[config.mk]
export PLATFORM = sky130hd
export DESIGN_NAME = joy_button_gate_flat
export DESIGN_NICKNAME = d
export VERILOG_FILES = /design/src/hw/a2_glue_pkg.sv /design/src/hw/joy_stage_if.sv /design/src/hw/joy_button_gate.sv /design/src/flat_wrapper.sv
export SDC_FILE = /design/constraint.sdc
export NUM_CORES = 1
export LEC_CHECK = 0
export BUFFER_PORTS_ARGS = -buffer_cell sky130_fd_sc_hd__buf_2
export CAP_MARGIN = 5
export CORE_MARGIN = 2
export CORE_UTILIZATION = 34
export CTS_CLUSTER_DIAMETER = 150
export DETAILED_ROUTE_END_ITERATION = 6
export GPL_ROUTABILITY_DRIVEN = 0
export GPL_TIMING_DRIVEN = 0
export PLACE_DENSITY = 0.75
export REMOVE_ABC_BUFFERS = 1
export SLEW_MARGIN = 20
export SYNTH_ARGS = -nofsm -noshare
export SYNTH_HDL_FRONTEND = slang
export SYNTH_SLANG_ARGS = --single-unit
[constraint.sdc]
create_clock -name clk_sys -period 1.1 [get_ports clk_sys]
set_clock_uncertainty 0.15 [all_clocks]
set_input_delay 0.055 -clock clk_sys [delete_from_list [all_inputs] [get_ports clk_sys]]
set_output_delay 0.055 -clock clk_sys [all_outputs]
set_load 0.005 [all_outputs]
[src/hw/a2_glue_pkg.sv]
// Shared widths, memory depths and HDD FSM encoding; the main RAM depth is not a power of two, so addresses above it are unmapped
package a2_glue_pkg;

	// ==================================================
	// Widths
	// ==================================================

	// RAM data path is byte wide
	localparam int BYTE_W = 8;
	// Core address covers the 192 KB main bank
	localparam int RAM_ADDR_W = 18;
	// Aux bank only sees the low address bits
	localparam int AUX_ADDR_W = 16;
	// One analog axis or paddle sample
	localparam int AXIS_W = 8;
	// Fire pair plus two direction pairs
	localparam int JOY_DIG_W = 6;
	localparam int LBA_W = 32;
	localparam int IMG_SIZE_W = 64;

	// ==================================================
	// Memory sizes
	// ==================================================

	localparam int MAIN_RAM_BYTES = 196608;
	localparam int AUX_RAM_BYTES = 65536;

	// ==================================================
	// Types
	// ==================================================

	typedef logic [BYTE_W-1:0] byte_t;
	typedef logic [RAM_ADDR_W-1:0] ram_addr_t;
	typedef logic [AUX_ADDR_W-1:0] aux_addr_t;
	// Aux byte high, main byte low
	typedef logic [2*BYTE_W-1:0] ram_word_t;
	typedef logic [AXIS_W-1:0] axis_t;
	// X in the high byte, Y in the low byte
	typedef logic [2*AXIS_W-1:0] joy_analog_t;
	// Bits 5:4 fire, 3:2 vertical, 1:0 horizontal
	typedef logic [JOY_DIG_W-1:0] joy_digital_t;
	typedef logic [LBA_W-1:0] sector_lba_t;
	typedef logic [IMG_SIZE_W-1:0] img_size_t;

	// HDD sequencer states
	typedef enum logic [0:0] {
		HDD_IDLE = 1'b0,
		HDD_XFER = 1'b1
	} hdd_state_t;

endpackage

[src/hw/joy_stage_if.sv]
// Joystick stage-one results; registered every clock with no valid, so the consumer samples unconditionally
`timescale 1ns/1ns

interface joy_stage_if;

	// Analog pair after paddle substitution
	a2_glue_pkg::joy_analog_t analog;
	// Raw axes after the optional byte exchange
	a2_glue_pkg::axis_t swapped_x;
	a2_glue_pkg::axis_t swapped_y;
	// Digital buttons and directions, not yet gated
	a2_glue_pkg::joy_digital_t digital;

	// Stage one side
	modport producer (
		output analog,
		output swapped_x,
		output swapped_y,
		output digital
	);

	// Stage two side
	modport consumer (
		input analog,
		input swapped_x,
		input swapped_y,
		input digital
	);

endinterface

[src/hw/joy_button_gate.sv]
// Joystick stage two; directions are suppressed whenever the matching analog axis is off zero
`timescale 1ns/1ns

module joy_button_gate (
	input  logic                      clk_sys,
	input  logic                      dd_reset,
	joy_stage_if.consumer             stage,
	output a2_glue_pkg::joy_analog_t  joy_analog,
	output a2_glue_pkg::joy_digital_t joy_digital
);

	logic                      x_centered;
	logic                      y_centered;
	a2_glue_pkg::joy_digital_t gated;

	// ==================================================
	// Direction gating
	// ==================================================

	// Axis at zero means the analog stick is not deflected
	assign x_centered = (stage.swapped_x == '0);
	assign y_centered = (stage.swapped_y == '0);

	// Fire buttons always pass
	assign gated[5:4] = stage.digital[5:4];
	// Vertical pair follows the Y axis
	assign gated[3:2] = stage.digital[3:2] & {2{y_centered}};
	// Horizontal pair follows the X axis
	assign gated[1:0] = stage.digital[1:0] & {2{x_centered}};

	// ==================================================
	// Output register
	// ==================================================

	always_ff @(posedge clk_sys) begin
		if (dd_reset) begin
			joy_analog  <= '0;
			joy_digital <= '0;
		end else begin
			joy_analog  <= stage.analog;
			joy_digital <= gated;
		end
	end

endmodule

[src/flat_wrapper.sv]
// flat-port wrapper written by rule: the top's interface ports become plain ports
module joy_button_gate_flat 
  (clk_sys, dd_reset, joy_analog, joy_digital, stage_analog, stage_swapped_x, stage_swapped_y, stage_digital);
  joy_stage_if stage_i ();
  input  logic clk_sys;
  input  logic dd_reset;
  output a2_glue_pkg::joy_analog_t joy_analog;
  output a2_glue_pkg::joy_digital_t joy_digital;
  input wire logic [$bits(stage_i.analog)-1:0] stage_analog;
  input wire logic [$bits(stage_i.swapped_x)-1:0] stage_swapped_x;
  input wire logic [$bits(stage_i.swapped_y)-1:0] stage_swapped_y;
  input wire logic [$bits(stage_i.digital)-1:0] stage_digital;
  assign stage_i.analog = stage_analog;
  assign stage_i.swapped_x = stage_swapped_x;
  assign stage_i.swapped_y = stage_swapped_y;
  assign stage_i.digital = stage_digital;
  joy_button_gate u_core (.clk_sys(clk_sys), .dd_reset(dd_reset), .stage(stage_i), .joy_analog(joy_analog), .joy_digital(joy_digital));
endmodule
Word-level counts from Yosys, hierarchy flattened
Index checks and enable logic that the tools add are counted.
{"block": "totals", "in_bits": 40, "reg_bits": 22}
{"block": "classes", "bitwise_logic": 2, "n_reduce_logical": 2}
{"operator": "8-bit zero test", "count": 2}
{"operator": "2-bit AND", "count": 2}

Longest topological paths before layout
{"block": "logic_depth", "word_depth": 2, "depth_mapped": 3}

Worst setup path after synthesis
Ideal clock, no wire load.
{"block": "synth_timing", "kind": "input -> register", "from": "input port stage_swapped_y[4]", "to": "register u_core.joy_digital[2]", "path_slack_ps": 78, "required_ps": 858, "arrival_time_ps": 780, "cell_stages": 2, "path_cell_list": "or4_1 nor4_1"}
{"block": "synth_via", "elab_chain_len": 2}
{"item": "start: declaration", "line": "flat_wrapper.sv:11", "source": "input wire logic [$bits(stage_i.swapped_y)-1:0] stage_swapped_y;"}
{"item": "8-bit zero test", "line": "joy_button_gate.sv:22", "source": "assign y_centered = (stage.swapped_y == '0);"}
{"item": "2-bit AND", "line": "joy_button_gate.sv:27", "source": "assign gated[3:2] = stage.digital[3:2] & {2{y_centered}};"}
{"item": "end signal: assignment", "line": "joy_button_gate.sv:41", "source": "joy_digital <= gated;"}
{"item": "end: declaration", "line": "joy_button_gate.sv:9", "source": "output a2_glue_pkg::joy_digital_t joy_digital"}
No other way between the ends.
A chain may end at the register's enable or synchronous reset.

Worst setup path after layout
{"block": "layout_timing", "from": "input port stage_digital[0]", "to": "register u_core.joy_digital[0]"}
{"block": "layout_via", "elab_chain_len": 1}
{"item": "start: declaration", "line": "flat_wrapper.sv:12", "source": "input wire logic [$bits(stage_i.digital)-1:0] stage_digital;"}
{"item": "2-bit AND", "line": "joy_button_gate.sv:29", "source": "assign gated[1:0] = stage.digital[1:0] & {2{x_centered}};"}
No other way between the ends.

==> impl_metrics.csv <==
group,metric,value,unit
run_status,status,"finished, violations left",
run_status,violations,"negative hold slack",
routing,routed_wl,1700,um
yosys,synth_edf_count,0,
yosys,synth.area.top_cells,"dfxtp_1, nor2b_1, and2b_1, nor4_1, or4_1",
routing,dr.first_iter.drc_count,0,
final_layout,layout-drive-gt1-share,0.468,
yosys,synthDominantCellAreaShare,0.674,
yosys,synth.cell_area,653,um2
routing,routed_via_density,4.07,
critical_path,slowest_delay,0.54,ns
final_layout,stdcell_area,0.00127,mm2
sta,setup_viol,0,
yosys,synthDistinctLibCells,9,
yosys,async_flop_share,0,
yosys,yosys_warnings,0,
hold_path,min_from,"stage_swapped_x[6]",
floorplanning,start_util,0.370,
yosys,ys_seq_area_frac,0.674,
final_layout,area_delta_synth_final,93.9,%
placed_design,portBuffers,61,
critical_path,cpMaxStageDelayCell,"dlygate4sd3_1",
yosys,synth_top_area_cell,"dfxtp_1",
cts,cts_setup_buffers,0,
yosys,yosysMostFrequentCell,"dfxtp_1",
floorplanning,ioPinCount,62,
floorplanning,die_w,47.8,um
pwr,p_clk_frac,0.362,
floorplanning,die_h,47.8,um
hold_path,hold_end,"u_core.joy_digital[1]$_SDFF_PP0_",
pwr,peakVddDrop,0.00114,V
yosys,syn-mean-instance-area,12.1,um2
sta,hold_viol_final,14,
placed_design,placed_area,973,um2
routing,antenna_left,0,
floorplanning,row_count,15,
cts,clock-sinks,22,
critical_path,critPathRequiredTime,1.14,ns
pwr,seq_power_share,0.510,
cts,cts_root_buf,"clkbuf_4",
critical_path,crit_type,"in -> reg",
yosys,synthFlopType,"dfxtp_1",
cts,cts_buffers,3,
grt,grt_pass1_wl,2450,um
final_layout,post-route-util,0.718,
sta,worst_pin_slew,0.285,ns
floorplanning,core_area,0.00176,mm2
yosys,synth_common_cells,"dfxtp_1, nor2b_1, and2b_1",
cts,ctsHoldBuffers,24,
cts,cts_tree,"done",
final_layout,num-nets-final,182,
placed_design,dp.final_hpwl,1120,um
critical_path,crit_fanout,1,
hold_path,whs_path_depth,3,
critical_path,arrival,1.03,ns
sta,finalCriticalPeriod,0.985,ns
routing,drcViolationCount,0,
yosys,ys_ff_latch,22,
sta,final.period_utilization,0.896,
sta,drv_slew,0,
grt,grt_max_degree,21,
final_layout,num_antenna_cells,0,
sta,fin_hold_ws,-0.135,ns
pwr,power_frac_comb,0.128,
cts,cts_max_path_buffers,2,
critical_path,crit_chain,"dlygate4sd3_1 -> buf_2 -> inv_1 -> nor4_1",
cts,clk_pin_slew,0.11,ns
floorplanning,die_area,0.00229,mm2
pwr,p_int,0.00135,W
critical_path,cp-end-kind,"register",
routing,vias,675,
hold_path,min_path_type,"in -> reg",
critical_path,crit_family,"buffers and inverters",
sta,rsz0062_at_grt,"no",
yosys,syn_inst,54,
sta,relSlewSlack,0.808,
grt,grt-ovfl-total,0,
final_layout,multiInputGateArea,181,um2
pwr,p_sw_frac,0.181,
grt,grt_antenna_before_repair,0,
cts,cts.repair.resized,0,
routing,dr.pass1.iters,1,
critical_path,path_buf_inv,3,
grt,grt_pass1_vias,645,
critical_path,critPathLaunchType,"primary input",
run,maxCapViolCount,0,
pwr,p_leak,0.663,nW
final_layout,seq_area,440,um2
pwr,switchingPower,0.000297,W
cts,htree_levels,1,
pwr,finalPower,0.00164,W
sta,fin_setup_tns,0,ns
sta,max_freq,1020,MHz
routing,wl_per_cell,10.2,um
final_layout,n_fill_cell,145,
pwr,p_per_area,1300,mW/mm2
grt,grt.total_usage,0.159,
-- metrics by stage --
stage,setup slack (ns),cells
finish,0.115,166
global route,0.0771,166
CTS,0.129,166
detailed placement,-0.165,138
global placement,-0.0821,138
floorplan,0.0780,52
-- worst max-delay path by stage --
stage | slack (ns) | start | to | cells past startpoint
floorplan | 0.08 | stage_swapped_y[4] | u_core.joy_digital[2]$_SDFF_PP0_ | 2
global placement | -0.08 | dd_reset | u_core.joy_digital[1]$_SDFF_PP0_ | 3
detailed placement | -0.16 | dd_reset | u_core.joy_digital[0]$_SDFF_PP0_ | 3
CTS | 0.13 | u_core.joy_analog[12]$_SDFF_PP0_ | joy_analog[12] | 1
global route | 0.08 | stage_digital[0] | u_core.joy_digital[0]$_SDFF_PP0_ | 4
finish | 0.11 | stage_digital[0] | u_core.joy_digital[0]$_SDFF_PP0_ | 4
-- power groups by stage --
stage	Clock (W)	Combinational (W)	Sequential [W]
after floorplan	0	0.0000317	0.000864
after global placement	0	0.000142	0.000856
after detailed placement	0	0.000146	0.000857
after CTS	0.000616	0.000211	0.000839
after global routing	0.000663	0.000237	0.000844
final	0.000595	0.000210	0.000839
-- cell families (layout without fill, tap and decap cells) --
group | Yosys count | after routing | share of synthesized area
buffers and inverters | 6 | 93 | 0.0479
and+or+nand+nor | 26 | 26 | 0.278
DFF | 22 | 22 | 0.674
-- layout make-up --
type | instances | area share
flip-flops and latches | 22 | 0.348
multi-input cells | 26 | 0.143
repair buffers | 85 | 0.431
clock inverters | 1 | 0.0237
clock buffers | 3 | 0.0178
well taps | 25 | 0.0247
inverters | 4 | 0.0119
-- per-layer routing --
| layer | global-route usage | vias up | share of wire |
|---|---|---|---|
| met1 | 0.127 | 285 | 0.33 |
| met2 | 0.333 | 42 | 0.54 |
| li1 | - | 348 | - |
| met4 | 0.0703 | 0 | 0 |
| met3 | 0.0491 | 0 | 0.13 |
| met5 | 0 | - | 0 |
-- state kept, by name, summed over array words and instances, names as in the netlist --
| signal | flops |
|---|---|
| u_core.joy_digital | 6 |
| u_core.joy_analog | 16 |
-- tightest hold or removal path, cell delays in order --
cell    delay, ns
buf_2        0.07
or4_1        0.11
nor4_1       0.05
-- layout by cell type (no fill, tap or decap) --
cell | netlist | final
clkbuf_4 | 0 | 3
buf_2 | 1 | 61
inv_1 | 4 | 4
dlygate4sd3_1 | 0 | 24
nor2b_1 | 10 | 10
or4_4 | 1 | 1
dfxtp_1 | 22 | 22
bufinv_16 | 0 | 1
nor4_1 | 4 | 4
or4_1 | 3 | 3
and2b_1 | 8 | 8
No activity file was read; power rests on OpenSTA's default activity.
