File: config.mk
export PLATFORM = sky130hd
export DESIGN_NAME = joy_axis_map_flat
export DESIGN_NICKNAME = d
export VERILOG_FILES = /design/src/hw/a2_glue_pkg.sv /design/src/hw/joy_stage_if.sv /design/src/hw/joy_axis_map.sv /design/src/flat_wrapper.sv
export SDC_FILE = /design/constraint.sdc
export NUM_CORES = 1
export LEC_CHECK = 0
export ABC_AREA = 1
export BUFFER_PORTS_ARGS = -buffer_cell sky130_fd_sc_hd__clkbuf_2
export CAP_MARGIN = 20
export CORE_MARGIN = 4
export CORE_UTILIZATION = 47
export DETAILED_ROUTE_END_ITERATION = 10
export PLACE_DENSITY = 0.86
export SKIP_CTS_REPAIR_TIMING = 1
export SYNTH_ARGS = -nofsm -noshare
export SYNTH_HDL_FRONTEND = slang
export SYNTH_SLANG_ARGS = --single-unit
File: constraint.sdc
create_clock -name clk_sys -period 1.3 [get_ports clk_sys]
set_input_delay 0.065 -clock clk_sys [delete_from_list [all_inputs] [get_ports clk_sys]]
set_output_delay 0.065 -clock clk_sys [all_outputs]
set_load 0.005 [all_outputs]
File: src/hw/a2_glue_pkg.sv
// Shared widths, memory depths and HDD FSM encoding; the main RAM depth is not a power of two, so addresses above it are unmapped
package a2_glue_pkg;

	// ==================================================
	// Widths
	// ==================================================

	// RAM data path is byte wide
	localparam int BYTE_W = 8;
	// Core address covers the 192 KB main bank
	localparam int RAM_ADDR_W = 18;
	// Aux bank only sees the low address bits
	localparam int AUX_ADDR_W = 16;
	// One analog axis or paddle sample
	localparam int AXIS_W = 8;
	// Fire pair plus two direction pairs
	localparam int JOY_DIG_W = 6;
	localparam int LBA_W = 32;
	localparam int IMG_SIZE_W = 64;

	// ==================================================
	// Memory sizes
	// ==================================================

	localparam int MAIN_RAM_BYTES = 196608;
	localparam int AUX_RAM_BYTES = 65536;

	// ==================================================
	// Types
	// ==================================================

	typedef logic [BYTE_W-1:0] byte_t;
	typedef logic [RAM_ADDR_W-1:0] ram_addr_t;
	typedef logic [AUX_ADDR_W-1:0] aux_addr_t;
	// Aux byte high, main byte low
	typedef logic [2*BYTE_W-1:0] ram_word_t;
	typedef logic [AXIS_W-1:0] axis_t;
	// X in the high byte, Y in the low byte
	typedef logic [2*AXIS_W-1:0] joy_analog_t;
	// Bits 5:4 fire, 3:2 vertical, 1:0 horizontal
	typedef logic [JOY_DIG_W-1:0] joy_digital_t;
	typedef logic [LBA_W-1:0] sector_lba_t;
	typedef logic [IMG_SIZE_W-1:0] img_size_t;

	// HDD sequencer states
	typedef enum logic [0:0] {
		HDD_IDLE = 1'b0,
		HDD_XFER = 1'b1
	} hdd_state_t;

endpackage

File: src/hw/joy_stage_if.sv
// Joystick stage-one results; registered every clock with no valid, so the consumer samples unconditionally
`timescale 1ns/1ns

interface joy_stage_if;

	// Analog pair after paddle substitution
	a2_glue_pkg::joy_analog_t analog;
	// Raw axes after the optional byte exchange
	a2_glue_pkg::axis_t swapped_x;
	a2_glue_pkg::axis_t swapped_y;
	// Digital buttons and directions, not yet gated
	a2_glue_pkg::joy_digital_t digital;

	// Stage one side
	modport producer (
		output analog,
		output swapped_x,
		output swapped_y,
		output digital
	);

	// Stage two side
	modport consumer (
		input analog,
		input swapped_x,
		input swapped_y,
		input digital
	);

endinterface

File: src/hw/joy_axis_map.sv
// Joystick stage one; paddle is offset binary from the host and option inputs are sampled with the data each clock
`timescale 1ns/1ns

module joy_axis_map (
	input  logic                      clk_sys,
	input  logic                      dd_reset,
	input  logic                      analog_swap,
	input  logic                      paddle_on_x,
	input  logic                      paddle_on_y,
	input  a2_glue_pkg::axis_t        paddle_raw,
	input  a2_glue_pkg::joy_analog_t  joy_analog_raw,
	input  a2_glue_pkg::joy_digital_t joy_digital_raw,
	joy_stage_if.producer             stage
);

	localparam int AW = a2_glue_pkg::AXIS_W;

	a2_glue_pkg::axis_t       paddle_conv;
	a2_glue_pkg::joy_analog_t swapped;
	a2_glue_pkg::axis_t       map_x;
	a2_glue_pkg::axis_t       map_y;

	// ==================================================
	// Combinational mapping
	// ==================================================

	// Flip the sign bit to turn the paddle into the core's centered range
	assign paddle_conv = {~paddle_raw[AW-1], paddle_raw[AW-2:0]};

	// Exchange X and Y bytes on request
	assign swapped = analog_swap ? {joy_analog_raw[AW-1:0], joy_analog_raw[2*AW-1:AW]}
		: joy_analog_raw;

	// Paddle may stand in for either axis independently
	assign map_x = paddle_on_x ? paddle_conv : swapped[2*AW-1:AW];
	assign map_y = paddle_on_y ? paddle_conv : swapped[AW-1:0];

	// ==================================================
	// Stage register
	// ==================================================

	always_ff @(posedge clk_sys) begin
		if (dd_reset) begin
			stage.analog    <= '0;
			stage.swapped_x <= '0;
			stage.swapped_y <= '0;
			stage.digital   <= '0;
		end else begin
			stage.analog    <= {map_x, map_y};
			// Raw swapped axes feed the direction gating, never the paddle
			stage.swapped_x <= swapped[2*AW-1:AW];
			stage.swapped_y <= swapped[AW-1:0];
			stage.digital   <= joy_digital_raw;
		end
	end

endmodule

File: src/flat_wrapper.sv
// flat-port wrapper written by rule: the top's interface ports become plain ports
module joy_axis_map_flat 
  (clk_sys, dd_reset, analog_swap, paddle_on_x, paddle_on_y, paddle_raw, joy_analog_raw, joy_digital_raw, stage_analog, stage_swapped_x, stage_swapped_y, stage_digital);
  joy_stage_if stage_i ();
  input  logic clk_sys;
  input  logic dd_reset;
  input  logic analog_swap;
  input  logic paddle_on_x;
  input  logic paddle_on_y;
  input  a2_glue_pkg::axis_t paddle_raw;
  input  a2_glue_pkg::joy_analog_t joy_analog_raw;
  input  a2_glue_pkg::joy_digital_t joy_digital_raw;
  output wire logic [$bits(stage_i.analog)-1:0] stage_analog;
  output wire logic [$bits(stage_i.swapped_x)-1:0] stage_swapped_x;
  output wire logic [$bits(stage_i.swapped_y)-1:0] stage_swapped_y;
  output wire logic [$bits(stage_i.digital)-1:0] stage_digital;
  assign stage_analog = stage_i.analog;
  assign stage_swapped_x = stage_i.swapped_x;
  assign stage_swapped_y = stage_i.swapped_y;
  assign stage_digital = stage_i.digital;
  joy_axis_map u_core (.clk_sys(clk_sys), .dd_reset(dd_reset), .analog_swap(analog_swap), .paddle_on_x(paddle_on_x), .paddle_on_y(paddle_on_y), .paddle_raw(paddle_raw), .joy_analog_raw(joy_analog_raw), .joy_digital_raw(joy_digital_raw), .stage(stage_i));
endmodule
# Word level (Yosys, flattened, before mapping)
# Index checks and enable logic that the tools add are counted.
# W data, S select, Z words.
dict set report op_classes {
  mux 3
  n_bitwise 1
}
# cell n
set ops {}
lappend ops {{$mux W16} 1}
lappend ops {{$mux W8} 2}
lappend ops {{$not A1 Y1} 1}
dict set report totals {
  regBits 38
  inputBits 35
  elab_cells 8
}

# Logic depth before layout (Yosys ltp)
# Gate-level depths: netlist of the first run.
dict set report logic_depth {
  depth_word 2
  depth_mapped 7
  mapped_depth_nobuf 5
}

# Least setup slack after synthesis of the first run
# OpenSTA, ideal clock, no wires.
dict set report synth_timing {
  kind {input to register}
  from {in analog_swap}
  to {reg u_core.stage.analog[12]}
  t_arrival_ns 0.548
  setup_slack_ns 0.643
  setup_time_ns 0.109
  stages 7
  n_path_buf 2
  path_cell_list {buf_6 > inv_6 > buf_8 > nand2_2 > nand3_1 > nand2_1 > inv_1}
}
dict set report synth_via {
  elab_chain_len 2
}
# item line_no
set synth_lines {}
lappend synth_lines {{from (decl)} flat_wrapper.sv:7} ;# input logic analog_swap;
lappend synth_lines {{$mux W16} joy_axis_map.sv:31} ;# assign swapped = analog_swap ? {joy_analog_raw[AW-1:0], joy_analog_raw[2*AW-1:AW]}
lappend synth_lines {{$mux W8} joy_axis_map.sv:35} ;# assign map_x = paddle_on_x ? paddle_conv : swapped[2*AW-1:AW];
lappend synth_lines {{to (signal assigned)} joy_axis_map.sv:49} ;# stage.analog <= {map_x, map_y};
lappend synth_lines {{to (decl)} joy_stage_if.sv:16} ;# output analog,
# No other way between the ends.
# A chain may end at the register's enable or synchronous reset.

# Worst setup path after layout of the first run
dict set report layout_timing {
  from {in joy_analog_raw[14]}
  to {reg u_core.stage.swapped_y[6]}
}
dict set report layout_via {
  elab_chain_len 1
}
# item line_no
set layout_lines {}
lappend layout_lines {{from (decl)} flat_wrapper.sv:11} ;# input a2_glue_pkg::joy_analog_t joy_analog_raw;
lappend layout_lines {{$mux W16} joy_axis_map.sv:31}
lappend layout_lines {{to (signal assigned)} joy_axis_map.sv:52} ;# stage.swapped_y <= swapped[AW-1:0];
lappend layout_lines {{to (decl)} joy_stage_if.sv:18} ;# output swapped_y,
# No other way between the ends.

==> impl_metrics.toml, run 1 <==
[status]
status = "complete, but fails checks"
violations = "hold timing"

[placed_design]
hpwl_um = 2460
io_buffer_count = 72
place_congestion = 0.747

[power]
combPwrFrac = 0.166
pwr-share-clk = 0.276
ir_drop_v = 0.000886
power_switching_w = 0.000582
p_int_w = 0.00168
p_sw_frac = 0.257
p_per_area_mw_per_mm2 = 1140
p_seq_frac = 0.557
power.leakage_nw = 1.15

[grt]
grt_pass1_wl_um = 5610
grt_pass1_vias = 1305
grt_overflow = 0
grt_max_degree = 39
grt_usage = 0.183
grt_antenna_before_repair = 0

[route]
antenna_left = 0
wirelength_um = 3730
drc = 0
first_pass_iters = 4
drt_iter0_drc = 30
wl_per_cell_um = 12.4
vias = 1420
routed_via_density = 4.73

[timing]
min_period_over_period = 0.971
period_minus_slack_ns = 1.26
rsz0062_at_grt = "false"
timing.fmax_mhz = 792
hold_ws_ns = -0.00839
maxSlewViolCount = 0
worst_slew_pin_slew_ns = 0.384
setup_violations = 0
slew_headroom = 0.744
hold_viol_final = 4
setup_tns_ns = 0

[cts]
clkSlewWorstSetupHoldPaths_ns = 0.11
root_buffer = "clkbuf_4"
cts_buffers = 5
cts_htree_levels = 2
clock-sinks = 38
tritoncts = "built"
clock_path_buffers = 2

[layout]
regArea_um2 = 761
multi_input_area_um2 = 468
drive_gt1_frac = 0.338
layout.cells.most_common = "clkbuf_2"
mostFrequentLayoutCells = "clkbuf_2, nand2_1, dfxtp_1"
area_growth_pct = 39.5
nFillCells = 235
post-route-util = 0.700
num_antenna_cells = 0
final_nets = 303

[worst_setup_path]
endpoint_kind = "register"
endpoint = "u_core.stage.swapped_y[6]$_SDFF_PP0_"
crit_type = "in2reg"
cp_data_arrival_time_ns = 1.56
required_ns = 1.59
cp-start-kind = "input pin"
cp-startpoint = "joy_analog_raw[14]"
cp_max_fo = 2

[hold_path]
hp-class = "in2reg"

[flow_run]
maxCapViolations = 0

[synth]
yosys_warnings = 0
syn-instance-count = 181
synth.avg_cell_area_um2 = 7.85
netlist_area_mm2 = 0.00142
synthDistinctLibCells = 12
synth.area.top_cells = "dfxtp_1, a21oi_1, nand2_1"
ys_seq_area_frac = 0.536
yosysTopAreaCellShare = 0.536
synth.largest_area_cell = "dfxtp_1"
ys_ff_latch = 38
synth_nets = 216

[floorplan]
start_util = 0.502
die_h_um = 63.0
rows = 19
core_region_area_mm2 = 0.00283
die_w_um = 63.0
dieArea_mm2 = 0.00397
pin_count = 73
power by group through the flow:
stage                     Combinational, W  Sequential, W  Clock [W]
after detailed placement          0.000334        0.00129          0
after floorplan                   0.000169        0.00130          0
after global routing              0.000421        0.00127   0.000684
after CTS                         0.000336        0.00126   0.000635
final                             0.000377        0.00126   0.000625
after global placement            0.000327        0.00129          0
layer usage:
layer / share of wire / global-route usage / up-vias
met5: 0 / 0 / -
met4: 0.027 / 0.0909 / 0
met3: 0.061 / 0.0683 / 12
met2: 0.52 / 0.300 / 60
met1: 0.39 / 0.206 / 617
li1: - / - / 731
how the worst min path moves through the flow:
| stage | cells after the start | startpoint | end |
|---|---|---|---|
| final | 3 | joy_analog_raw[4] | u_core.stage.swapped_y[4]$_SDFF_PP0_ |
| after global routing | 3 | joy_analog_raw[10] | u_core.stage.swapped_y[2]$_SDFF_PP0_ |
| after CTS | 3 | joy_digital_raw[0] | u_core.stage.digital[0]$_SDFF_PP0_ |
| after detailed placement | 3 | joy_digital_raw[0] | u_core.stage.digital[0]$_SDFF_PP0_ |
| after global placement | 3 | joy_digital_raw[5] | u_core.stage.digital[5]$_SDFF_PP0_ |
| after floorplan | 2 | joy_digital_raw[0] | u_core.stage.digital[0]$_SDFF_PP0_ |
critical path: stages:
cell           delay (ns)
dlygate4sd3_1        0.54
clkbuf_2             0.13
nand2_1              0.07
a21oi_1              0.18
dlygate4sd3_1        0.58
synthesized netlist by cell type (all sizes together):
| master | n |
|---|---|
| inv | 32 |
| nand2 | 48 |
| clkbuf | 1 |
| nor2 | 6 |
| a21oi | 32 |
| nand3 | 16 |
| buf | 8 |
| dfxtp | 38 |
registers in the layout (all words and copies together) (netlist names):
| signal | flops |
|---|---|
| u_core.stage.swapped_x | 8 |
| u_core.stage.analog | 16 |
| u_core.stage.digital | 6 |
| u_core.stage.swapped_y | 8 |
cell families after synthesis:
logic type | after synthesis | share of synthesized area
DFF | 38 | 0.536
buffers and inverters | 41 | 0.135
and+or+nand+nor | 70 | 0.217
AOI/OAI and AO/OA | 32 | 0.113
area by class of cell:
class / instances / area share
clock inverter: 1 / 0.00253
clock buffer: 7 / 0.0278
sequential: 38 / 0.384
inverter: 32 / 0.0632
multi-input combinational: 102 / 0.236
timing repair buffer: 89 / 0.267
tap: 31 / 0.0196
through the flow:
stage | area [um2] | worst slack, ns | cells | power, W | hold WS (ns)
4_1_cts | 1820 | 0.430 | 284 | 0.00223 | -0.112
3_5_place_dp | 1760 | 0.371 | 276 | 0.00162 | 0.262
6_report | 1980 | 0.0378 | 300 | 0.00226 | -0.00839
3_3_place_gp | 1760 | 0.396 | 276 | 0.00161 | 0.258
2_1_floorplan | 1420 | 0.643 | 181 | 0.00147 | 0.172
5_1_grt | 1980 | 0.0538 | 300 | 0.00238 | 0.00258
Power figures use the tool's default switching activity.
==> inputs of run 2 (changes only) <==
--- a/config.mk
+++ b/config.mk
@@ -9,9 +9,9 @@
 export BUFFER_PORTS_ARGS = -buffer_cell sky130_fd_sc_hd__clkbuf_2
 export CAP_MARGIN = 20
 export CORE_MARGIN = 4
-export CORE_UTILIZATION = 47
+export CORE_UTILIZATION = 40
 export DETAILED_ROUTE_END_ITERATION = 10
-export PLACE_DENSITY = 0.86
+export PLACE_DENSITY = 0.79
 export SKIP_CTS_REPAIR_TIMING = 1
 export SYNTH_ARGS = -nofsm -noshare
 export SYNTH_HDL_FRONTEND = slang
==> constraint.sdc (replaced) <==
create_clock -name clk_sys -period 1.14 [get_ports clk_sys]
set_input_delay 0.057 -clock clk_sys [delete_from_list [all_inputs] [get_ports clk_sys]]
set_output_delay 0.057 -clock clk_sys [all_outputs]
set_load 0.005 [all_outputs]
==> run 2 against run 1 <==
Net effect:
- the run still ends with hold timing left
- first-iteration DRC count rose to 3.4 times the previous value
- global-route usage fell by 2.3 points
- via count rose by 1.2%
- wire length did not move
- critical path type is now reg2out
- sequential cell count did not move
- sequential share of layout area fell by 1.6 points
==> impl_metrics.toml, run 2 (same netlist as run 1, synthesis figures left out) <==
[timing]
period_minus_slack_ns = 0.856
timing.fmax_mhz = 1170
slew_headroom = 0.738
hold_ws_ns = -0.0132
maxSlewViolCount = 0
setup_tns_ns = 0
setup_ws_ns = 0.284
min_period_over_period = 0.751
setup_violations = 0
worst_slew_pin_slew_ns = 0.393
rsz0062_at_grt = "false"
hold_viol_final = 3

[layout]
top_register = "u_core.stage.analog"
largestRegisters = "u_core.stage.analog: 16 flops, u_core.stage.swapped_x: 8 flops, u_core.stage.swapped_y: 8 flops"
nFillCells = 292
regArea_um2 = 761
drive_gt1_frac = 0.330
final_nets = 307
largest_reg_flops = 16
layout.cells.most_common = "clkbuf_2"
mostFrequentLayoutCells = "clkbuf_2, nand2_1, dfxtp_1"
multi_input_area_um2 = 468
area_growth_pct = 45.7

[route]
vias = 1437
drt_iter0_drc = 102
wl_per_cell_um = 11.7
antenna_left = 0
wirelength_um = 3730
routed_via_density = 4.49
first_pass_iters = 4
drc = 0

[floorplan]
die_w_um = 67.6
start_util = 0.419
die_h_um = 67.6
rows = 21
core_region_area_mm2 = 0.00339
pin_count = 73
dieArea_mm2 = 0.00457

[worst_setup_path]
path_depth = 1
cp-start-kind = "register"
cp_data_arrival_time_ns = 0.80
cp_slowest_cell = "dfxtp_1"
cp_slowest_stage_delay_ns = 0.34
cp-startpoint = "u_core.stage.analog[0]$_SDFF_PP0_"
endpoint_kind = "output port"
critical_path.top_delay_family = "flip-flops"
cp_max_fo = 1
required_ns = 1.08
crit_buf_inv = 1
cp_cell_sequence = "clkbuf_2"
crit_type = "reg2out"

[grt]
grt_pass1_vias = 1270
grt_overflow = 0
grt_max_degree = 39
grt_usage = 0.159
grt_util_met2 = 0.262
grt.busiest_layer = "met2"
grt_use_met1 = 0.185
grt_antenna_before_repair = 0
grt_pass1_wl_um = 5440
global_route.usage.met3 = 0.0499

[flow_run]
maxCapViolations = 0

[power]
p_per_area_mw_per_mm2 = 1340
p_sw_frac = 0.242
power.leakage_nw = 1.17
p_int_w = 0.00210
power_switching_w = 0.000669
pwr-share-clk = 0.320
ir_drop_v = 0.000710
p_seq_frac = 0.520
combPwrFrac = 0.160

[placed_design]
hpwl_um = 2460
place_congestion = 0.750
detailedPlace.worstSlack_ns = 0.203
io_buffer_count = 72

[status]
violations = "hold timing"
status = "complete, but fails checks"

[cts]
clkSlewWorstSetupHoldPaths_ns = 0.11
clock_path_buffers = 2
clock-sinks = 38
cts_buffers = 5
root_buffer = "clkbuf_4"
tritoncts = "built"
cts_htree_levels = 2

[hold_path]
hp-start = "joy_analog_raw[2]"
hold_depth = 3
hp-class = "in2reg"
-- run 2: routing by layer --
metal  wire length, um  vias up  part of all wire
met5                 0        -                 0
met4                69        0             0.018
met3               261       10             0.070
met2              1950       55              0.52
met1              1450      628              0.39
li1                  -      744                 -
-- run 2: final timing paths --
kind | end
setup / recovery | stage_analog[0]
hold / removal | u_core.stage.swapped_y[2]$_SDFF_PP0_
-- run 2: power groups by stage --
stage	Sequential [W]	Combinational [W]	Clock, W
after floorplan	0.00148	0.000193	0
after global placement	0.00147	0.000380	0
after detailed placement	0.00147	0.000387	0
after CTS	0.00144	0.000389	0.000909
after global routing	0.00145	0.000500	0.000968
final	0.00144	0.000441	0.000886
-- run 2: area by class of cell --
| cell class | count | area share |
|---|---|---|
| Sequential cell | 38 | 0.368 |
| Timing Repair Buffer | 93 | 0.281 |
| Multi-Input combinational cell | 102 | 0.226 |
| Inverter | 32 | 0.0605 |
| Tap cell | 46 | 0.0278 |
| Clock buffer | 7 | 0.0218 |
| Clock inverter | 1 | 0.0145 |
| Antenna cell | 1 | 0.00121 |
-- run 2: stage by stage --
| stage | std cells | utilization | power [W] | hold WS [ns] | cell area, um2 |
|---|---|---|---|---|---|
| after floorplan | 181 | - | 0.00167 | 0.164 | 1420 |
| after global placement | 291 | 0.529 | 0.00185 | 0.250 | 1790 |
| after detailed placement | 291 | 0.529 | 0.00186 | 0.253 | 1790 |
| after CTS | 299 | 0.551 | 0.00274 | -0.123 | 1870 |
| after global routing | 319 | 0.610 | 0.00292 | -0.000279 | 2070 |
| final | 320 | 0.611 | 0.00277 | -0.0132 | 2070 |
