### config.mk
export PLATFORM = sky130hd
export DESIGN_NAME = hdd_request_seq
export DESIGN_NICKNAME = d
export VERILOG_FILES = /design/src/hw/a2_glue_pkg.sv /design/src/hw/hdd_request_seq.sv
export SDC_FILE = /design/constraint.sdc
export NUM_CORES = 1
export LEC_CHECK = 0
export ABC_AREA = 1
export BUFFER_PORTS_ARGS = -buffer_cell sky130_fd_sc_hd__buf_2
export CAP_MARGIN = 20
export CORE_UTILIZATION = 29
export DETAILED_ROUTE_END_ITERATION = 10
export HOLD_SLACK_MARGIN = 0.02
export PLACE_DENSITY_LB_ADDON = 0.1
export SLEW_MARGIN = 20
export SYNTH_ARGS = -nofsm -noshare
export SYNTH_HDL_FRONTEND = slang
export SYNTH_SLANG_ARGS = --single-unit
export TNS_END_PERCENT = 10
### constraint.sdc
create_clock -name clk_sys -period 1.4 [get_ports clk_sys]
set_clock_uncertainty 0.2 [all_clocks]
set_input_delay 0.28 -clock clk_sys [delete_from_list [all_inputs] [get_ports clk_sys]]
set_output_delay 0.28 -clock clk_sys [all_outputs]
set_load 0.05 [all_outputs]
### src/hw/a2_glue_pkg.sv
// Shared widths, memory depths and HDD FSM encoding; the main RAM depth is not a power of two, so addresses above it are unmapped
package a2_glue_pkg;

	// ==================================================
	// Widths
	// ==================================================

	// RAM data path is byte wide
	localparam int BYTE_W = 8;
	// Core address covers the 192 KB main bank
	localparam int RAM_ADDR_W = 18;
	// Aux bank only sees the low address bits
	localparam int AUX_ADDR_W = 16;
	// One analog axis or paddle sample
	localparam int AXIS_W = 8;
	// Fire pair plus two direction pairs
	localparam int JOY_DIG_W = 6;
	localparam int LBA_W = 32;
	localparam int IMG_SIZE_W = 64;

	// ==================================================
	// Memory sizes
	// ==================================================

	localparam int MAIN_RAM_BYTES = 196608;
	localparam int AUX_RAM_BYTES = 65536;

	// ==================================================
	// Types
	// ==================================================

	typedef logic [BYTE_W-1:0] byte_t;
	typedef logic [RAM_ADDR_W-1:0] ram_addr_t;
	typedef logic [AUX_ADDR_W-1:0] aux_addr_t;
	// Aux byte high, main byte low
	typedef logic [2*BYTE_W-1:0] ram_word_t;
	typedef logic [AXIS_W-1:0] axis_t;
	// X in the high byte, Y in the low byte
	typedef logic [2*AXIS_W-1:0] joy_analog_t;
	// Bits 5:4 fire, 3:2 vertical, 1:0 horizontal
	typedef logic [JOY_DIG_W-1:0] joy_digital_t;
	typedef logic [LBA_W-1:0] sector_lba_t;
	typedef logic [IMG_SIZE_W-1:0] img_size_t;

	// HDD sequencer states
	typedef enum logic [0:0] {
		HDD_IDLE = 1'b0,
		HDD_XFER = 1'b1
	} hdd_state_t;

endpackage

### src/hw/hdd_request_seq.sv
// HDD sector request FSM; a request pulse coinciding with the ack rise is dropped, and mount flags survive reset
`timescale 1ns/1ns

module hdd_request_seq (
	input  logic                   clk_sys,
	input  logic                   dd_reset,
	input  logic                   hdd_read,
	input  logic                   hdd_write,
	input  logic                   sd_ack,
	input  logic                   img_mounted,
	input  logic                   img_readonly,
	input  a2_glue_pkg::img_size_t img_size,
	output logic                   sd_rd,
	output logic                   sd_wr,
	output logic                   cpu_wait,
	output logic                   hdd_mounted,
	output logic                   hdd_protect
);

	a2_glue_pkg::hdd_state_t state;
	logic                    ack_q;
	logic                    ack_rise;
	logic                    ack_fall;
	logic                    read_pending;
	logic                    write_pending;
	// Powers up unmounted, only a mount event changes it
	logic                    mounted_q = 1'b0;

	// ==================================================
	// Acknowledge edges
	// ==================================================

	assign ack_rise = sd_ack & ~ack_q;
	assign ack_fall = ~sd_ack & ack_q;

	always_ff @(posedge clk_sys) begin
		if (dd_reset) begin
			ack_q <= 1'b0;
		end else begin
			ack_q <= sd_ack;
		end
	end

	// ==================================================
	// Request latch and FSM
	// ==================================================

	always_ff @(posedge clk_sys) begin
		if (dd_reset) begin
			state         <= a2_glue_pkg::HDD_IDLE;
			read_pending  <= 1'b0;
			write_pending <= 1'b0;
			sd_rd         <= 1'b0;
			sd_wr         <= 1'b0;
			cpu_wait      <= 1'b0;
		end else begin
			// Pulses accumulate until the host takes the sector
			read_pending  <= read_pending | hdd_read;
			write_pending <= write_pending | hdd_write;
			case (state)
				a2_glue_pkg::HDD_IDLE: begin
					if (read_pending | write_pending) begin
						state    <= a2_glue_pkg::HDD_XFER;
						sd_rd    <= read_pending;
						sd_wr    <= write_pending;
						// CPU stalls until the host finishes
						cpu_wait <= 1'b1;
					end
				end
				a2_glue_pkg::HDD_XFER: begin
					if (ack_rise) begin
						// Host has the request, clear it here
						read_pending  <= 1'b0;
						write_pending <= 1'b0;
						sd_rd         <= 1'b0;
						sd_wr         <= 1'b0;
					end else if (ack_fall) begin
						state    <= a2_glue_pkg::HDD_IDLE;
						cpu_wait <= 1'b0;
					end
				end
				default: begin
					state <= a2_glue_pkg::HDD_IDLE;
				end
			endcase
		end
	end

	// ==================================================
	// Mount capture
	// ==================================================

	always_ff @(posedge clk_sys) begin
		if (img_mounted) begin
			// Zero size means the image was ejected
			mounted_q   <= (img_size != '0);
			hdd_protect <= img_readonly;
		end
	end

	assign hdd_mounted = mounted_q;

endmodule

Word-level counts from Yosys, hierarchy flattened:

Index checks and enable logic that the tools add are counted.

* add/sub/neg operators: 0
* multiply operators: 0
* divide/modulo/power cells: 0
* order comparisons: 0
* equality and inequality tests: 4
* shift operators: 0
* muxes and demuxes: 17
* bitwise logic cells: 8
* reduce and logical (&&, ||, !) cells: 3

Operators by type and width (count)
* 64-bit nonzero test: 1
* 1-bit 2-to-1 mux: 13
* 1-bit one-hot mux with 2 select lines: 4
* 2-bit by 1-bit != test with 1-bit output (second input constant): 2
* 2-bit != test (second input constant): 2
* 1-bit NOT: 3
* 1-bit OR: 3
* 3-bit AND reduction: 1
* 1-bit AND: 2
* 2-bit AND reduction: 1

* flip-flop bits (word level): 9
* latch bits: 0
* RAM bits: 0
* memory bits (read-only): 0
* input port bits: 71
* output and inout bits: 5
* logic and storage cells: 41
* memories: 0

Longest topological paths before layout:

Gate-level depths: netlist of the first run.

* word-level depth: 5
* mapped depth: 6
* gate-level depth less buffers: 6

Least setup slack after synthesis of the first run:

Ideal clock, no wire load.

* path type: register to register
* start point: register cpu_wait (netlist name)
* end point: register cpu_wait
* data arrival time: 868 ps
* data required time: 1130 ps
* path slack: 262 ps
* stages on the path, launching flop included: 3
* cells stage by stage: dfxtp_1 > o21ai_0 > a21oi_1

RTL lines
* end signal: assignment: RTL line hdd_request_seq.sv:55 `cpu_wait <= 1'b0;`
* end signal: assignment: RTL line hdd_request_seq.sv:67 `cpu_wait <= 1'b1;`
* end signal: assignment: RTL line hdd_request_seq.sv:79 `cpu_wait <= 1'b0;`
* end: declaration: RTL line hdd_request_seq.sv:15 `output logic cpu_wait,`

Final worst setup path of the first run:

* start point: register sd_rd
* end point: output port sd_rd

RTL lines
* start: declaration: RTL line hdd_request_seq.sv:13 `output logic sd_rd,`
* start signal: assignment: RTL line hdd_request_seq.sv:64 `sd_rd <= read_pending;`

No word-level cell between the ends.

==> results.txt, run 1 <==
- Together, buffers and inverters on the worst path number 1.
* Antenna diode count: 0
- Insertion delay of the later-clocked pin in the worst-skew pair: around 0.25 ns
- Worst endpoint data arrival time: between 0.8 and 0.9 ns
- Instance count on the critical path: 1
* Setup slack of the critical path after layout: 0.0728 ns
- Data required time at the worst endpoint: 0.92 ns
- Hold is met by 0.0421 ns.
- Count of synthesis-stage warnings from yosys: 0
- The first routing iteration left 10 violations.
- GR Overflow Total: 0
- Hold_buf cts: 1
- Launch point of the worst reg-to-reg path: state
- In this run the biggest area consumer among cell types represents 33.0% of the synthesized area.
* Synthesized net count: 166
- Following the worst setup path forward leads to its endpoint at sd_rd.
- Slew of the pin with the lowest slew margin: 0.250 ns
- Counting along the longest clock path gives a buffer depth of 2.
- Along the worst path, the maximum fanout reaches 2.
- Number of inserted filler cells in the final layout: 190
* Critical Path Slowest Stage Cell: sky130_fd_sc_hd__dfxtp_1
* Resize count post-CTS: 0
- Type of the tightest min-delay check: input port to flip-flop
- Part of the cycle the worst path needs: a little over nine tenths
- Drt drc: 0
* Pin count of the biggest net entering global routing: 6
* Core utilization of the finished layout: between 50% and 60%
- Lkg Pwr: 0.528 nW
- Number of sinks on the clock net: 9
* Type of the setup path with the least slack: flip-flop to output port
- Measured along the x axis, the die boundary spans 44.9 um.
- Among cell families on the critical path, the largest total delay comes from flip-flops.
- Nature of the critical path endpoint: output port
* Launching instance or port of the critical path: sd_rd
- Detail-routed via count per cell: approximately 4.2
- The worst register-to-register path ends at cpu_wait.
- Number of cells traversed by the worst register-to-register path: 5
- TritonCTS built the clock tree.
- The completed layout was analyzed and its total power is a little over 0.0007 W.
* Setup repair bufs after CTS: 0
- Max-slew violation total from the final report: 0
- The initial antenna violation count was 0.
- Unique masters post-synth: 9
* Ordered list of cells on the worst path: buf_2
- Dividing total power by cell area gives a power density of 725 nW/um^2.
* Part of the Yosys area used for sequential elements: 37.5%
- Routed wirelength normalized by instance count: 7.29 um
* Register-to-register setup slack: around 0.31 ns
- The region available for standard cell placement spans 1730 sq um.
- Number of primary I/O pins: 76
- Sum Neg Setup Slack: 0 ns
* Final Hold Vio Count: 0
- In this run the vertical extent of the chip is 44.9 um.
* Final setup violating endpoints: 0
- Leaving out fill and tap cells, the most frequent cell in the layout is sky130_fd_sc_hd__buf_2.
* Maximum clock frequency: 753 MHz
* NumNets Final: 247
- The floorplan has 15 rows.
- The final route contains roughly 840 vias.
- Effective utilization at floorplan: between 30% and 40%
* HPWL Detailed: 1320 um
- The worst-case IR drop observed on VDD is 0.000281 V.
- Commonest cells after routing, fill and taps aside: 75 x sky130_fd_sc_hd__buf_2, 47 x sky130_fd_sc_hd__nor2_1, 25 x sky130_fd_sc_hd__nand2_1
- TritonCTS Buffers: 3
- For this run, the slowest stage of the critical path takes 0.33 ns.
- The tree is rooted in a sky130_fd_sc_hd__clkbuf_4.
- Setup Slack @ Placement: 0.0562 ns
* Outcome: completed
- Post-synthesis cell type with the largest combined area: sky130_fd_sc_hd__nor2_1
- Antenna-violating nets left: 0
* Post-synth design cell area: 534 sq um
- Largest cells by area after synthesis: sky130_fd_sc_hd__nor2_1 33%, sky130_fd_sc_hd__dfxtp_1 26%, sky130_fd_sc_hd__nand2_1 18%
- Max-cap violations: 0
* Share of post-route cells with drive strength above 1: 45.7%
* All-layer global routing usage: 15.4%
- H-tree level count: 1
* Average footprint of a synthesized cell: 5.62 sq um
- After technology mapping, the gate count stands at 95.
- Clock-pin slew of the registers on the worst-case setup and hold paths: 0.06 ns
* Unrepaired setup endpoints after global routing: no
- Counting flops and latches in the post-synthesis netlist gives 9.
- Area of the die: 2020 sq um
- For this run, the detailed router's first-pass iteration total came to 4.
* Number of input and output port buffers inserted: 75
- The number of global-route vias before repair came to slightly above 700.
* Placer congestion estimate: 0.652
- The first global-routing pass estimated 2380 um of wire.
* Nature of the critical path startpoint: flip-flop
- Area Growth Syn to Fin: 82.9%
- After layout, the minimum clock period comes to 1.33 ns.
- DRT Wirelength: 1460 um
- The worst pin sits at a relative slew slack of 83.5%.
worst min-delay path by stage:
| stage | startpoint | slack, ns | cells past startpoint | to |
|---|---|---|---|---|
| 2_1_floorplan | dd_reset | 0.15 | 1 | sd_rd |
| 3_3_place_gp | img_readonly | 0.26 | 1 | hdd_protect |
| 3_5_place_dp | img_readonly | 0.26 | 1 | hdd_protect |
| 4_1_cts | dd_reset | 0.04 | 2 | sd_rd |
| 5_1_grt | dd_reset | 0.04 | 2 | sd_wr |
| 6_report | dd_reset | 0.04 | 2 | sd_rd |
worst register-to-register path: stages (launching register included):
cell	delay (ns)
sky130_fd_sc_hd__dfxtp_1	0.37
sky130_fd_sc_hd__inv_2	0.05
sky130_fd_sc_hd__nand2_1	0.07
sky130_fd_sc_hd__nand2_1	0.08
sky130_fd_sc_hd__o21ai_0	0.14
sky130_fd_sc_hd__a21oi_1	0.06
report_power, final:
group          switching (W)  leakage (nW)  internal (W)
clock network      0.0000787        0.0150      0.000109
registers          0.0000114        0.0780      0.000289
logic               0.000115         0.435      0.000105
synth_stat cells, drive strengths merged:
master and instances:
a21oi 4, dfxtp 7, edfxtp 2, inv 5
nand2 25, nand3 3, nor2 47, o21ai 2
metrics by stage:
step           instance area, sq um  cells
2_1_floorplan                   534     95
3_3_place_gp                    941    195
3_5_place_dp                    941    195
4_1_cts                         977    200
5_1_grt                         977    200
6_report                        977    200
logic make-up after synthesis:
| group | after synthesis | share of synthesized area, % |
|---|---|---|
| and+or+nand+nor | 75 | 53.4 |
| buffers and inverters | 5 | 3.51 |
| DFF | 9 | 37.5 |
| AOI/OAI and AO/OA | 6 | 5.62 |
final cells by class:
cell class                      instances  area [sq um]  area share (%)
Sequential cell                         9           200            20.5
Multi-Input combinational cell         81           315            32.3
Timing Repair Buffer                   76           385            39.4
Inverter                                5          18.8            1.92
Clock buffer                            4          26.3            2.69
Tap cell                               25          31.3            3.20
routing by layer:
layer | routed length, um | track usage, % | up-vias
met5 | 0 | 0 | -
met4 | 0 | 5.45 | 0
met3 | 127 | 2.40 | 0
met2 | 739 | 29.6 | 46
met1 | 591 | 16.7 | 342
li1 | - | - | 453
Power figures use the tool's default switching activity.
==> run 2: changes to the inputs <==
Settings changed: ABC_AREA 1 to not set, CORE_UTILIZATION 29 to 26.
==> run 2 against run 1 <==
The run now ends with setup timing left; sequential share of layout area is 2.8 points lower; hold slack worse by 0.0011 ns; maximum frequency is 9.9% lower; register-to-register slack worse by 0.06 ns; worst setup slack worse by 0.15 ns; flip-flop and latch count stayed put; clock power is 7% higher; area after synthesis is 15% lower; global-route usage is 7.9 points higher; die area is 4.4% lower; critical endpoint is now hdd_mounted; wire length is 63% higher.
==> results.txt, run 2 <==
- GR Util met2: 42.4%
- The path class of the tightest hold or removal check is input port to flip-flop.
- Height of the chip: 43.9 um
- In this run, placement finished with an instance count of 142.
- The top cell types in the final layout, fill and taps aside, are 62 x sky130_fd_sc_hd__buf_2, 13 x sky130_fd_sc_hd__buf_6, 10 x sky130_fd_sc_hd__nor4_2.
* Time the worst path needs with I/O delays and setup: roughly 1.5 ns
- Dividing the detail-routed via count by the number of cells gives between 5 and 6.
- Final Hold Vio Count: 0
- Maximum clock frequency: 679 MHz
- Average footprint of a synthesized cell: between 8 and 9 sq um
- Most used standard cells in the synthesized netlist: 15 x sky130_fd_sc_hd__nor4_1, 7 x sky130_fd_sc_hd__dfxtp_1, 6 x sky130_fd_sc_hd__nor2_1
- Before CTS, the worst setup slack after placement is -0.411 ns.
* GR peak layer: met2
- The worst hold path begins at img_mounted.
* End of the worst hold path: hdd_protect
- Nature of the critical path endpoint: flip-flop
- Post-synth design cell area: 457 sq um
- The worst setup path is launched from an input port.
* All-layer global routing usage: 23.3%
- Synthesis produced 52 cells.
* Type of the setup path with the least slack: input port to flip-flop
* Final setup violating endpoints: 1
- Dividing the detail-routed wire length by the instance count gives 15.9 um.
- Areal power density over the cells: slightly below 700 nW/um^2
* Number of input and output port buffers inserted: 75
- The final layout contains ~210 nets.
* Launch point of the worst reg-to-reg path: state
* Setup repair bufs after CTS: 0
* Part of the cycle the worst path needs: 105%
- The number of global-route vias before repair is 788.
* Antenna-violating nets left: 0
- Sorting the synthesized cells by area gives the leading types as sky130_fd_sc_hd__dfxtp_1 31%, sky130_fd_sc_hd__nor4_1 21%, sky130_fd_sc_hd__edfxtp_1 13%.
- Counting flops with an async set or reset pin after synthesis yields a share of 0%.
- Post-synthesis cell type with the largest combined area: sky130_fd_sc_hd__dfxtp_1
* Part of the Yosys area used for sequential elements: approximately 44%
- Number of flops mapped to enable cells by yosys: 2
- Counting instances, the worst hold path has a depth of 1.
* Setup slack of the critical path after layout: -0.0728 ns
- Ordered list of cells on the worst path: buf_2 > nor4_4 > nand4_1 > or4_1
- The number of antenna diodes in the final layout is 0.
- The layout has around 120 filler cells.
- The max-slew violation count came to 0.
- Stage delay of the slowest cell on the critical path: 0.51 ns
* Number of primary I/O pins: 76
- Iteration-0 DRC count of the detailed router: 9
- Root buffer cell: sky130_fd_sc_hd__clkbuf_4
- TritonCTS built the clock tree.
* Share of post-route cells with drive strength above 1: 70.7%
- Relative to the synthesized area, the layout overhead comes to 148%.
- For this block, the via count after detailed routing is 754.
- Peak supply drop: between 0.0004 and 0.0005 V
- Clock-pin slew of the registers on the worst-case setup and hold paths: 0.06 ns
- After synthesis the netlist holds a flip-flop and latch count of 9.
- Core footprint: 1580 sq um
* Post-route non-filler standard cell count: 149
* Initial antenna violation count: 0
- Met3 Use GR: 4.17%
* Length of the first detailed-routing pass in iterations: 6
- At the worst endpoint, the required time is 1.20 ns.
- Unique masters post-synth: 15
- Buffers from clock root to sink, at most: 2
* Violations in the final reports: setup timing
- The die covers 1930 sq um.
* M1 GR Usage: 24.5%
- Unrepaired setup endpoints after global routing: yes
- Pin count of the biggest net entering global routing: 10
* Drt drc: 0
- In this run the number of H-tree levels came out at 1.
- The floorplan has 14 rows.
- Slew of the pin with the lowest slew margin: 0.261 ns
- Clock latency on the worst-skew pair, taken at its later pin, is ~0.26 ns.
- CP top delay family: simple AND/OR/NAND/NOR gates
- The number of nets handed over by synthesis was 123.
- The synthesized design devotes to its leading area cell type approximately 31% of total area.
- Critical Path Slowest Stage Cell: sky130_fd_sc_hd__or4_1
- The run finished, with violations left.
- Of all nets on the critical path, the largest fanout is 1.
* DRT Wirelength: 2370 um
- Chip width: 43.9 um
* Number of sinks on the clock net: 9
- The number of clock buffers added by TritonCTS is 3.
- Flip-flop cell with the highest count after synthesis: sky130_fd_sc_hd__dfxtp_1
- HPWL Detailed: 1730 um
- Count of synthesis-stage warnings from yosys: 0
- Buf+Inv Stages, Crit Path: 1
- Once the floorplan was initialized, standard cells occupied 29.0% of the core.
* Final Hold Slack: 0.0410 ns
- Endpoint of the most critical register-to-register path: sd_rd
- The setup check on the worst reg-to-reg path leaves a slack of about 0.25 ns.
- Max-cap violations in this run came to 0.
- Global-route wire length before repair: 3220 um
* Placer congestion estimate: 0.800
- Number of cells traversed by the worst register-to-register path: 3
- Lkg Pwr: 0.493 nW
- Leaving out fill and tap cells, the most frequent cell in the layout is sky130_fd_sc_hd__buf_2.
- Core utilization of the finished layout: 71.8%
- Data arrives at the worst endpoint at 1.27 ns.
- Summed over all layers, the global routing overflow is 0.
- Most frequent cell after synthesis: sky130_fd_sc_hd__nor4_1
* Slew margin rel.: 82.5%
-- run 2: cell types whose count changed after synthesis, moves of 2 or more --
cell | previous run | this run
sky130_fd_sc_hd__inv_1 | 3 | 0
sky130_fd_sc_hd__inv_2 | 2 | 0
sky130_fd_sc_hd__nand2_1 | 25 | 0
sky130_fd_sc_hd__nand2b_1 | 0 | 2
sky130_fd_sc_hd__nand3_1 | 3 | 0
sky130_fd_sc_hd__nand4_1 | 0 | 4
sky130_fd_sc_hd__nor2_1 | 47 | 6
sky130_fd_sc_hd__nor2b_1 | 0 | 3
sky130_fd_sc_hd__nor4_1 | 0 | 15
sky130_fd_sc_hd__o21a_1 | 0 | 2
-- run 2: report_power, final --
| group | switching, W | internal [W] |
|---|---|---|
| clock network | 0.0000906 | 0.000110 |
| logic | 0.000130 | 0.000139 |
| registers | 0.0000174 | 0.000287 |
-- run 2: repair_timing --
action | in CTS | in global routing
hold buffers | 3 | 0
gates resized for setup | 14 | 12
pin swaps | 9 | 9
endpoints found under the hold margin | 3 | 0
setup endpoints to repair | 1 | 1
-- run 2: cell type report --
class	instances	area [sq um]	share of cell area (%)
clock buffers	4	26.3	2.32
flip-flops and latches	9	200	17.7
repair buffers	78	487	43.0
well taps	16	20.0	1.77
multi-input cells	42	399	35.2
-- run 2: routing by layer --
layer | vias to the layer above | wire (um) | share of wire, %
met5 | - | 0 | 0
met4 | 0 | 71 | 3.0
met3 | 6 | 139 | 5.9
met2 | 39 | 1320 | 56
met1 | 336 | 839 | 35
li1 | 373 | - | -
-- run 2: kinds of logic after synthesis --
kind of cell / after synthesis / synth area share, %
simple gates: 33 / 43.8
flops: 9 / 43.8
buf+inv: 1 / 0.821
compound gates: 9 / 11.5
-- run 2: worst max-delay path by stage --
stage	start	to	cells past startpoint
final	img_size[18]	hdd_mounted	4
after global routing	img_size[18]	hdd_mounted	4
after CTS	img_size[22]	hdd_mounted	4
after detailed placement	img_size[21]	hdd_mounted	4
after global placement	img_size[21]	hdd_mounted	4
after floorplan	img_size[53]	hdd_mounted	3
-- run 2: stage by stage --
step	area [sq um]	total power [W]	TNS, ns
after detailed placement	901	0.000519	-0.411
after floorplan	509	0.000393	-0.185
after global placement	901	0.000514	-0.395
final	1130	0.000774	-0.0728
after CTS	1050	0.000752	-0.0758
after global routing	1130	0.000820	-0.0991
==> run 3: changes to the inputs <==
--- a/config.mk
+++ b/config.mk
@@ -8,5 +8,7 @@
 export BUFFER_PORTS_ARGS = -buffer_cell sky130_fd_sc_hd__buf_2
 export CAP_MARGIN = 20
-export CORE_UTILIZATION = 26
+export CELL_PAD_IN_SITES_DETAIL_PLACEMENT = 1
+export CELL_PAD_IN_SITES_GLOBAL_PLACEMENT = 1
+export CORE_UTILIZATION = 15
 export DETAILED_ROUTE_END_ITERATION = 10
 export HOLD_SLACK_MARGIN = 0.02
==> constraint.sdc (replaced) <==
create_clock -name clk_sys -period 1.4 [get_ports clk_sys]
set_clock_uncertainty 0.2 [all_clocks]
set_input_delay 0.07 -clock clk_sys [delete_from_list [all_inputs] [get_ports clk_sys]]
set_output_delay 0.07 -clock clk_sys [all_outputs]
set_load 0.05 [all_outputs]
==> run 3 against run 2 <==
The flow finishes with violations (DRC, hold timing); wire length down 13%; hold slack got worse by 0.052 ns; highest routed layer unchanged; final area shrank 13%; non-clock buffer count rose by 3; maximum frequency increased by 10%; first-iteration DRC count is 33% lower; global-route usage is 10 points lower; largest cell class unchanged; combinational power is 19% lower; worst setup slack improved by 0.14 ns.
==> results.txt, run 3 (synthesis gave the netlist of run 2 again) <==
- The run finished, with violations left.
- Violations in the final reports: DRC, hold timing
- Cell internal power dissipation: between 0.0005 and 0.0006 W
- The slowest stage of the critical path belongs to the cell sky130_fd_sc_hd__or4_1.
- The tightest hold path in the finished design has a slack of -0.0111 ns.
* Nature of the critical path endpoint: flip-flop
- Insertion delay of the later-clocked pin in the worst-skew pair: between 0.2 and 0.3 ns
- Max-cap violations: 0
* TritonCTS Buffers: 3
- STA classifies the critical path startpoint as an input port.
* Routed wirelength normalized by instance count: 12.4 um
- GR Overflow Total: 0
- DRT Wirelength: 2080 um
* Final Hold Vio Count: 1
- For the pin with the worst max-slew slack, the measured transition is 0.276 ns.
* Clock network fraction of total power: 28.0%
* Slew margin rel.: 81.5%
- In the routed layout, each cell is associated on average with a via count of roughly 4.5.
- Global-route wire length before repair: 3210 um
- Final setup violating endpoints: 0
* Number of global-route vias before repair: 765
- Number of primary I/O pins: 76
- Areal power density over the cells: 735 nW/um^2
- The routed layout has ~760 vias.
- Number of input and output port buffers inserted: 75
- The critical path is of the input port to flip-flop type.
* All-layer global routing usage: a little over an eighth
* Most common cell after layout, fill and taps aside: sky130_fd_sc_hd__buf_2
- Clock-pin slew of the registers on the worst-case setup and hold paths: 0.06 ns
* Maximum clock frequency: around 750 MHz
- The startpoint identified for the worst hold timing path is img_size[22].
- Register area: 200 sq um
- Number of inserted filler cells in the final layout: 372
- In the layout the commonest cells are 75 x sky130_fd_sc_hd__buf_2, 11 x sky130_fd_sc_hd__nor4_1, 7 x sky130_fd_sc_hd__dfxtp_1.
- At the end of the flow the core is filled with cells to 34.9%.
- Antenna diode count: 0
* Share of post-route cells with drive strength above 1: 61.0%
- Before antenna repair, the detailed router went through 7 iterations.
- Once detail routing completed, the nets flagged for antenna violations numbered 0.
* Total power draw: between 0.0007 and 0.0008 W
- Net switching power: 0.000215 W
- The worst register-to-register path begins at state.
- In this run the worst setup path begins at img_size[32].
* Initial antenna violation count: 0
- Peak supply drop: 0.000262 V
- Placer congestion estimate: 0.730
- The total area inside the core boundary comes to 2830 sq um.
- Area of the die: 3270 sq um
* Fraction of power spent switching nets: approximately 30%
- The die is around 57 um tall.
- TritonCTS built the clock tree.
* Maximum fanout count along the critical path: 1
* Effective utilization at floorplan: 16.1%
- Traced cell by cell, the critical path runs through buf_2 > nor4_1 > nand4_1 > or4_1.
- Once detailed placement completed, the half-perimeter wirelength came to ~1800 um.
- For this design, the CTS-stage hold fixing added 6 buffers.
* Pin count of the biggest net entering global routing: 10
- Area Growth Syn to Fin: 116%
- Data on the critical path arrives at its endpoint at 1.13 ns.
- After routing the design area is ~1000 sq um.
- Logic gate share of total power: a little under a third
- The multi-input combinational cells in the finished layout cover a total of 287 sq um.
* Iteration-0 DRC count of the detailed router: 6
- Drt drc: 2
- Fraction of power consumed by sequential logic: about two fifths
- Setup repair bufs after CTS: 0
* Chip width: 57.2 um
- The final critical path takes up 95.3% of the cycle.
- NumNets Final: 208
- The tree is rooted in a sky130_fd_sc_hd__clkbuf_4.
- The largest single stage delay on the critical path is 0.54 ns.
- Number of sinks on the clock net: 9
- Data required time at the worst endpoint: approximately 1.2 ns
- Standard-cell row count: 19
* Type of the tightest min-delay check: input port to flip-flop
* Time the worst path needs with I/O delays and setup: 1.33 ns
- For the final routed database, the setup TNS stands at 0 ns.
- Instance area at placement: 867 sq um
* Max-slew violation total from the final report: 0
- Lkg Pwr: 0.465 nW
- The clock passes through at most 2 buffers.
- CTS built an H-tree with a depth of 1.
## run 3: path summary, 6_finish.rpt
check                                   end  slack (ns)  cells after the start
worst max-delay path            hdd_mounted        0.07                      4
worst min-delay path            hdd_mounted       -0.01                      4
worst max register to register     cpu_wait        0.25                      3
worst min register to register        sd_wr        0.28                      2
## run 3: repair_timing
item | in CTS | in global routing
resized for setup | 1 | 4
endpoints found under the setup margin | 1 | 1
hold endpoints to repair | 11 | 1
gates cloned | 0 | 0
## run 3: stage by stage
step	setup WS [ns]	std cells
detailed placement	-0.304	157
floorplan	0.0142	52
global placement	-0.292	157
global route	-0.0215	167
finish	0.0656	167
CTS	0.0125	167
## run 3: per-layer routing
metal / GRT usage, % / up-vias / share of wire (%)
met5: 0 / - / 0
met4: 5.23 / 0 / 1.1
met3: 3.17 / 2 / 7.1
met2: 25.7 / 35 / 59
met1: 13.0 / 340 / 32
li1: - / 380 / -
## run 3: area by class of cell
class / count / area share, %
timing repair buffer: 81 / 44.1
multi-input combinational: 42 / 29.0
sequential: 9 / 20.3
tap: 31 / 3.93
clock buffer: 4 / 2.66
## run 3: power groups by stage
stage	clock network (W)	logic, W	registers (W)
floorplan	0	0.0000442	0.000345
global placement	0	0.000192	0.000310
detailed placement	0	0.000198	0.000310
CTS	0.000214	0.000213	0.000305
global route	0.000222	0.000241	0.000308
finish	0.000203	0.000219	0.000304
## run 3: critical path, delay by kind of cell
kind	cells	cell delay (ns)
and+or+nand+nor	3	0.96
buffers and inverters	1	0.10
